### src/hw/itlb_cfg.svh
// Instruction TLB build parameters
// ITLB_ENTRIES must be a power of two, 2 or more
// ITLB_PPN_W must not be smaller than ITLB_VPN_W
// so that the identity mapping with vmem off fits

`ifndef ITLB_CFG_SVH
`define ITLB_CFG_SVH

`default_nettype none

// Number of fully associative entries
`define ITLB_ENTRIES 4

// Virtual page number width (Sv32-like 4 KiB pages)
`define ITLB_VPN_W 20

// Physical page number width
`define ITLB_PPN_W 22

`default_nettype wire

`endif

### src/hw/itlb_pkg.sv
// Shared types of the instruction TLB
// Widths come from the config header
// No ASID or permission bits are carried

`include "itlb_cfg.svh"

`default_nettype none

package itlb_pkg;

  // Exception attached to a request or an answer
  typedef enum logic [1:0] {
    ExcNone        = 2'd0,
    ExcMisaligned  = 2'd1,
    ExcAccessFault = 2'd2,
    ExcPageFault   = 2'd3
  } itlb_exc_e;

  // Miss handling states
  typedef enum logic [1:0] {
    StReady  = 2'd0,
    StL2Req  = 2'd1,
    StL2Wait = 2'd2
  } itlb_state_e;

  // Request from the instruction cache
  typedef struct packed {
    logic [`ITLB_VPN_W-1:0] vpn;
    itlb_exc_e              exc;
  } itlb_req_t;

  // Answer back to the instruction cache
  typedef struct packed {
    logic [`ITLB_PPN_W-1:0] ppn;
    itlb_exc_e              exc;
  } itlb_ans_t;

  // Miss request towards L2 TLB or walker
  typedef struct packed {
    logic [`ITLB_VPN_W-1:0] vpn;
  } l2_req_t;

  // L2 answer, only cached when exc is ExcNone
  typedef struct packed {
    logic [`ITLB_PPN_W-1:0] ppn;
    itlb_exc_e              exc;
  } l2_ans_t;

endpackage

`default_nettype wire

### src/hw/itlb_array.sv
// Fully associative translation store
// Hit and PPN are combinational from the lookup VPN
// Victim choice is plain round-robin, not LRU
// A flush wins over a refill in the same cycle
// At most one entry matches a VPN, since refills only follow misses

`timescale 1ns/1ps

`include "itlb_cfg.svh"

`default_nettype none

module itlb_array (
  input  wire logic                   clk_i,
  input  wire logic                   rst_ni,
  input  wire logic                   flush_i,
  // Lookup side
  input  wire logic                   lookup_i,
  input  wire logic [`ITLB_VPN_W-1:0] lookup_vpn_i,
  // Refill from the L2 answer
  input  wire logic                   refill_i,
  input  wire itlb_pkg::l2_ans_t      refill_ans_i,
  output      logic                   hit_o,
  output      logic [`ITLB_PPN_W-1:0] hit_ppn_o,
  output      logic [`ITLB_VPN_W-1:0] miss_vpn_o
);

  localparam int unsigned IdxW = $clog2(`ITLB_ENTRIES);

  // Entry storage, tags and PPNs carry no reset
  logic [`ITLB_VPN_W-1:0] tag_q [`ITLB_ENTRIES];
  logic [`ITLB_PPN_W-1:0] ppn_q [`ITLB_ENTRIES];
  logic [`ITLB_ENTRIES-1:0] valid_q;

  // Round-robin victim pointer
  logic [IdxW-1:0] rr_q;

  // VPN of the last accepted lookup
  logic [`ITLB_VPN_W-1:0] miss_vpn_q;

  logic [`ITLB_ENTRIES-1:0] hit_vec;
  logic                     write_en;

  // Parallel tag compare
  always_comb begin
    for (int i = 0; i < `ITLB_ENTRIES; i++) begin
      hit_vec[i] = valid_q[i] && (tag_q[i] == lookup_vpn_i);
    end
  end

  assign hit_o = |hit_vec;

  // Select the matching PPN
  always_comb begin
    hit_ppn_o = '0;
    for (int i = 0; i < `ITLB_ENTRIES; i++) begin
      if (hit_vec[i]) begin
        hit_ppn_o = ppn_q[i];
      end
    end
  end

  // Faulting answers are never cached
  assign write_en = refill_i && !flush_i && (refill_ans_i.exc == itlb_pkg::ExcNone);

  // Remember the looked-up VPN, it becomes the L2 request on a miss
  always_ff @(posedge clk_i or negedge rst_ni) begin
    if (!rst_ni) begin
      miss_vpn_q <= '0;
    end else if (lookup_i) begin
      miss_vpn_q <= lookup_vpn_i;
    end
  end

  assign miss_vpn_o = miss_vpn_q;

  // Valid bits and victim pointer
  always_ff @(posedge clk_i or negedge rst_ni) begin
    if (!rst_ni) begin
      valid_q <= '0;
      rr_q    <= '0;
    end else if (flush_i) begin
      // Drop every translation
      valid_q <= '0;
    end else if (write_en) begin
      valid_q[rr_q] <= 1'b1;
      // Wraps on its own since the entry count is a power of two
      rr_q          <= rr_q + 1'b1;
    end
  end

  // Tag and PPN write into the victim slot
  always_ff @(posedge clk_i) begin
    if (write_en) begin
      tag_q[rr_q] <= miss_vpn_q;
      ppn_q[rr_q] <= refill_ans_i.ppn;
    end
  end

endmodule

`default_nettype wire

### src/hw/itlb_ctrl.sv
// Moore control of the instruction TLB miss path
// One outstanding miss at most, new requests held off meanwhile
// Abort overrides every transition and drops the pending answer

`timescale 1ns/1ps

`default_nettype none

module itlb_ctrl (
  input  wire logic                clk_i,
  input  wire logic                rst_ni,
  input  wire logic                abort_i,
  input  wire logic                vmem_on_i,
  // Conditions for leaving StReady
  input  wire logic                req_valid_i,
  input  wire itlb_pkg::itlb_exc_e req_exc_i,
  input  wire logic                hit_i,
  // L2 handshake inputs
  input  wire logic                l2_req_rdy_i,
  input  wire logic                l2_ans_valid_i,
  output      logic                ready_o,
  output      logic                l2_req_valid_o,
  output      logic                l2_ans_rdy_o,
  output      logic                refill_o,
  output      logic                waiting_o
);

  itlb_pkg::itlb_state_e state_d, state_q;

  logic miss;

  // True miss: accepted translated request without exception or hit
  assign miss = req_valid_i && vmem_on_i && (req_exc_i == itlb_pkg::ExcNone) && !hit_i;

  // Next state
  always_comb begin
    state_d = state_q;
    case (state_q)
      itlb_pkg::StReady: begin
        if (miss) begin
          state_d = itlb_pkg::StL2Req;
        end
      end
      itlb_pkg::StL2Req: begin
        // Request held until L2 takes it
        if (l2_req_rdy_i) begin
          state_d = itlb_pkg::StL2Wait;
        end
      end
      itlb_pkg::StL2Wait: begin
        if (l2_ans_valid_i) begin
          state_d = itlb_pkg::StReady;
        end
      end
      default: begin
        state_d = itlb_pkg::StReady;
      end
    endcase
    // Abort beats everything
    if (abort_i) begin
      state_d = itlb_pkg::StReady;
    end
  end

  always_ff @(posedge clk_i or negedge rst_ni) begin
    if (!rst_ni) begin
      state_q <= itlb_pkg::StReady;
    end else begin
      state_q <= state_d;
    end
  end

  // Outputs decoded from the state only
  assign ready_o        = (state_q == itlb_pkg::StReady);
  assign l2_req_valid_o = (state_q == itlb_pkg::StL2Req);
  assign l2_ans_rdy_o   = (state_q == itlb_pkg::StL2Wait);
  assign waiting_o      = (state_q == itlb_pkg::StL2Wait);

  // L2 answer taken, unless the miss is being aborted
  assign refill_o = waiting_o && l2_ans_valid_i && !abort_i;

endmodule

`default_nettype wire

### src/hw/itlb.sv
// Instruction TLB top
// Answers one cycle after acceptance, or one cycle after the L2 answer
// The cache side has no back-pressure, ans_valid_o is a single pulse
// Identity mapping with vmem off zero-extends the VPN

`timescale 1ns/1ps

`include "itlb_cfg.svh"

`default_nettype none

module itlb (
  input  wire logic                clk_i,
  input  wire logic                rst_ni,
  input  wire logic                flush_i,
  input  wire logic                abort_i,
  input  wire logic                vmem_on_i,
  // Cache request side
  input  wire logic                req_valid_i,
  input  wire itlb_pkg::itlb_req_t req_i,
  output      logic                ready_o,
  output      logic                ans_valid_o,
  output      itlb_pkg::itlb_ans_t ans_o,
  // L2 side
  output      logic                l2_req_valid_o,
  output      itlb_pkg::l2_req_t   l2_req_o,
  input  wire logic                l2_req_rdy_i,
  output      logic                l2_ans_rdy_o,
  input  wire logic                l2_ans_valid_i,
  input  wire itlb_pkg::l2_ans_t   l2_ans_i
);

  logic                   accept;
  logic                   hit;
  logic [`ITLB_PPN_W-1:0] hit_ppn;
  logic [`ITLB_VPN_W-1:0] miss_vpn;
  logic                   refill;
  logic                   waiting;

  itlb_pkg::itlb_ans_t ans_d, ans_q;
  logic                ans_valid_d, ans_valid_q;

  assign accept = req_valid_i && ready_o;

  itlb_ctrl u_ctrl (
    .clk_i          (clk_i),
    .rst_ni         (rst_ni),
    .abort_i        (abort_i),
    .vmem_on_i      (vmem_on_i),
    .req_valid_i    (accept),
    .req_exc_i      (req_i.exc),
    .hit_i          (hit),
    .l2_req_rdy_i   (l2_req_rdy_i),
    .l2_ans_valid_i (l2_ans_valid_i),
    .ready_o        (ready_o),
    .l2_req_valid_o (l2_req_valid_o),
    .l2_ans_rdy_o   (l2_ans_rdy_o),
    .refill_o       (refill),
    .waiting_o      (waiting)
  );

  itlb_array u_array (
    .clk_i        (clk_i),
    .rst_ni       (rst_ni),
    .flush_i      (flush_i),
    .lookup_i     (accept),
    .lookup_vpn_i (req_i.vpn),
    .refill_i     (refill),
    .refill_ans_i (l2_ans_i),
    .hit_o        (hit),
    .hit_ppn_o    (hit_ppn),
    .miss_vpn_o   (miss_vpn)
  );

  // Answer source select
  always_comb begin
    ans_d       = '{ppn: '0, exc: itlb_pkg::ExcNone};
    ans_valid_d = 1'b0;
    if (waiting) begin
      // L2 answer, faults included
      ans_d.ppn   = l2_ans_i.ppn;
      ans_d.exc   = l2_ans_i.exc;
      ans_valid_d = refill;
    end else if (accept) begin
      if (req_i.exc != itlb_pkg::ExcNone) begin
        // Exception passed back, no lookup
        ans_d.exc   = req_i.exc;
        ans_valid_d = 1'b1;
      end else if (!vmem_on_i) begin
        ans_d.ppn   = {{(`ITLB_PPN_W - `ITLB_VPN_W){1'b0}}, req_i.vpn};
        ans_valid_d = 1'b1;
      end else if (hit) begin
        ans_d.ppn   = hit_ppn;
        ans_valid_d = 1'b1;
      end
    end
  end

  // Valid pulse
  always_ff @(posedge clk_i or negedge rst_ni) begin
    if (!rst_ni) begin
      ans_valid_q <= 1'b0;
    end else begin
      ans_valid_q <= ans_valid_d;
    end
  end

  // Answer payload, loaded only with a valid answer
  always_ff @(posedge clk_i) begin
    if (ans_valid_d) begin
      ans_q <= ans_d;
    end
  end

  assign ans_valid_o = ans_valid_q;
  assign ans_o       = ans_q;

  // Miss VPN held stable through StL2Req
  assign l2_req_o.vpn = miss_vpn;

endmodule

`default_nettype wire

### config.mk
export PLATFORM = sky130hd
export DESIGN_NAME = itlb
export DESIGN_NICKNAME = d
export VERILOG_FILES = /design/src/hw/itlb_pkg.sv /design/src/hw/itlb_array.sv /design/src/hw/itlb_ctrl.sv /design/src/hw/itlb.sv
export VERILOG_INCLUDE_DIRS = /design/src /design/src/hw
export SDC_FILE = /design/constraint.sdc
export NUM_CORES = 1
export LEC_CHECK = 0
export ABC_CLOCK_PERIOD_IN_PS = 6450
export BUFFER_PORTS_ARGS = -buffer_cell sky130_fd_sc_hd__buf_2
export CAP_MARGIN = 15
export CORE_UTILIZATION = 45
export DETAILED_ROUTE_END_ITERATION = 16
export GPL_TIMING_DRIVEN = 0
export PLACE_DENSITY_LB_ADDON = 0.1
export SLEW_MARGIN = 20
export SYNTH_ARGS = -nofsm -noshare
export SYNTH_HDL_FRONTEND = slang
export SYNTH_SLANG_ARGS = --single-unit
### constraint.sdc
create_clock -name clk_i -period 6.45 [get_ports clk_i]
set_clock_uncertainty 0.05 [all_clocks]
set_input_delay 1.6125 -clock clk_i [delete_from_list [all_inputs] [get_ports clk_i]]
set_output_delay 1.6125 -clock clk_i [all_outputs]
set_load 0.01 [all_outputs]
==> impl_metrics.py <==
metrics = {
    "finish": {
        "postLayoutCoreUtil_pct": 54.60,
        "final_cell_area_um2": 10770,
        "most-common-layout-cells": "192 x edfxtp_1, 108 x nand2_1, 99 x buf_2",
        "syn_to_final_growth_pct": 17.59,
        "layout.nets": 842,
        "fillCellCount": 1653,
        "final_common_cell": "edfxtp_1",
        "drive_gt1_share_pct": 18.45,
    },
    "timing": {
        "final-setup-viol-count": 0,
        "hold_violations": 0,
        "timing.final.crit_period_ns": 4.118,
        "max_freq_mhz": 242.8,
        "worst_pin_slew_ns": 0.7653,
        "timing.hold.ws_ns": 0.4487,
        "slew_headroom_pct": 48.98,
        "slew_viol_final": 0,
        "finalSetupTns_ns": 0,
        "period_share_pct": 63.84,
        "worst_slack_ns": 2.332,
        "rsz0062_at_grt": "no",
    },
    "cts": {
        "h-tree-depth": 1,
        "insertion_delay_ns": 0.51,
        "clkSinkCount": 221,
        "postCtsHoldBufs": 0,
        "cts_tree": "built",
        "ctsResizeCount": 0,
        "clk_pin_slew_worst_paths_ns": 0.06,
        "post_cts_buffers": 0,
        "cts.path.max_buffers": 3,
        "cts_root_buffer": "clkbuf_16",
        "cts_made_buffers": 24,
    },
    "floorplanning": {
        "core_area_um2": 19720,
        "die_h_um": 144.6,
        "design.die.area_um2": 20920,
        "start_util_pct": 46.43,
        "rows": 51,
        "design.portCount": 102,
        "die_x_um": 144.6,
    },
    "drt": {
        "vias_per_cell": 5.333,
        "wl_per_cell_um": 20.84,
        "postRouteAntennaNets": 0,
        "firstDrtPassIters": 5,
        "drt_wl_total_um": 22250,
        "drt_iter0_drc": 414,
        "drc_errors": 0,
        "num_vias": 5696,
    },
    "critical_path": {
        "crit_path_start_kind": "primary input",
        "crit_type": "primary input to flip-flop",
        "required_ns": 6.71,
        "crit_fanout": 10,
        "path_cells": "clkbuf_1 -> xor2_1 -> nor4_1 -> nand4_1 -> nor2_1 -> clkbuf_1 -> a21boi_0 -> a32oi_1",
        "cp_top_family": "simple AND/OR/NAND/NOR gates",
        "crit_slowest_cell": "nor4_1",
        "worst-path-buf-inv": 2,
        "slowest_delay_ns": 0.61,
        "crit_top_cell": "clkbuf_1",
        "cp-end-kind": "flip-flop",
        "critPathArrivalTime_ns": 4.38,
    },
    "hold_path": {
        "hold_path_class": "flip-flop to flip-flop",
    },
    "grt": {
        "antenna_found_initial": 1,
        "grt_first_pass_wirelength_um": 33400,
        "grt_overflow": 0,
        "grt_pass1_vias": 5746,
        "grt_use_total_pct": 21.99,
        "grt_max_degree": 44,
    },
    "logic_synthesis": {
        "ys_warn_count": 0,
        "synth_area_per_cell_um2": 13.52,
        "ys_ff_latch": 221,
        "synthCells": 677,
        "ys_seq_area_share_pct": 70.90,
        "syn_nets": 735,
        "synth-main-ff-cell": "edfxtp_1",
        "synth-async-reset-ratio_pct": 13.12,
        "syn_area_um2": 9155,
        "synth_edf_count": 192,
        "netlist-cell-type-count": 36,
    },
    "flow_run": {
        "cap_viol_max_count": 0,
    },
    "power_and_ir_drop": {
        "pwr_density_cell_nw_per_um2": 296.6,
        "vdd_drop_max_mv": 0.1869,
        "leakage_uw": 0.003911,
    },
    "place": {
        "dpl_cell_area_um2": 9936,
        "hpwl_um": 14540,
        "gp_congestion": 0.8271,
        "pre_cts_ws_ns": 1.856,
        "io_buffers": 80,
    },
    "outcome": {
        "status": "finished clean",
    },
}
## synth_stat cells (3+ instances only)
master	n	area [um2]
xor2_1	35	306.5
o21ai_1	5	25.02
nand2_1	108	405.4
nand3_1	4	20.02
and2_1	6	37.54
buf_2	19	95.09
nor4_1	12	75.07
ha_1	4	50.05
buf_4	4	30.03
inv_1	25	93.84
nor2_1	15	56.30
edfxtp_1	192	5766
a21oi_1	20	100.1
a32oi_1	22	192.7
a21boi_0	19	142.6
clkbuf_1	22	82.58
xnor2_1	46	402.9
a31oi_1	19	118.9
and3_1	3	18.77
nor3_1	3	15.01
dfrtp_1	29	725.7
nand4_1	10	62.56
o21ai_0	37	185.2
## report_power, final
part           internal [uW]  switching [uW]
registers               1590            26.4
clock network            874             539
logic                   60.1             106
## registers in the layout, summed over array words and instances (netlist names)
signal	cells
u_array.ppn_q	88
u_array.tag_q	80
ans_o	24
u_array.miss_vpn_o	20
u_array.valid_q	4
u_array.rr_q	2
u_ctrl.state_q	2
ans_valid_o	1
## layout make-up
| type | instances | area (um2) | area share [%] |
|---|---|---|---|
| sequential | 221 | 6491 | 60.30 |
| antenna | 1 | 2.502 | 0.02325 |
| timing repair buffer | 81 | 427.9 | 3.975 |
| clock inverter | 8 | 113.9 | 1.058 |
| inverter | 25 | 93.84 | 0.8717 |
| buffer | 46 | 211.5 | 1.964 |
| multi-input combinational | 385 | 2386 | 22.16 |
| clock buffer | 36 | 706.9 | 6.567 |
| tap | 265 | 331.6 | 3.080 |
## kinds of logic after synthesis
| kind of cell | Yosys count | synth area share [%] |
|---|---|---|
| xor+xnor | 81 | 7.749 |
| fa+ha+maj | 4 | 0.5467 |
| flops | 221 | 70.90 |
| buf+inv | 71 | 3.335 |
| simple gates | 168 | 8.159 |
| compound gates | 132 | 9.307 |
## worst register-to-register path, stage by stage (launching register included)
cell and delay (ns):
edfxtp_1 0.39, xor2_1 0.16, nor4_1 0.61, nand4_1 0.33
nor2_1 0.39, clkbuf_1 0.46, a21boi_0 0.22, a32oi_1 0.33
## through the flow
stage | power [uW] | cells
after floorplan | 1722 | 677
after global placement | 1804 | 1022
after detailed placement | 1812 | 1023
after CTS | 3221 | 1067
after global routing | 3290 | 1068
final | 3194 | 1068
## per-layer routing
metal	up-vias	GRT usage, %	share of wire, %
met5	-	0	0
met4	0	6.260	2.1
met3	36	2.781	5.4
met2	181	37.02	49
met1	2816	29.94	43
li1	2663	-	-
## path summary, 6_finish.rpt
| kind | from | endpoint | slack [ns] | depth (start not counted) |
|---|---|---|---|---|
| min reg2reg | u_array.valid_q[1] | u_array.valid_q[1] | 0.45 | 2 |
| min in group asynchronous | rst_ni | u_array.miss_vpn_o[4] | 1.12 | 1 |
| max in group asynchronous | rst_ni | u_ctrl.state_q[1] | 4.73 | 1 |
| min | u_array.valid_q[1] | u_array.valid_q[1] | 0.45 | 2 |
| max reg2reg | u_array.tag_q[1][3] | ans_o[19] | 3.32 | 7 |
| max | req_i[5] | ans_o[19] | 2.33 | 8 |
No activity file was read; power rests on OpenSTA's default activity.
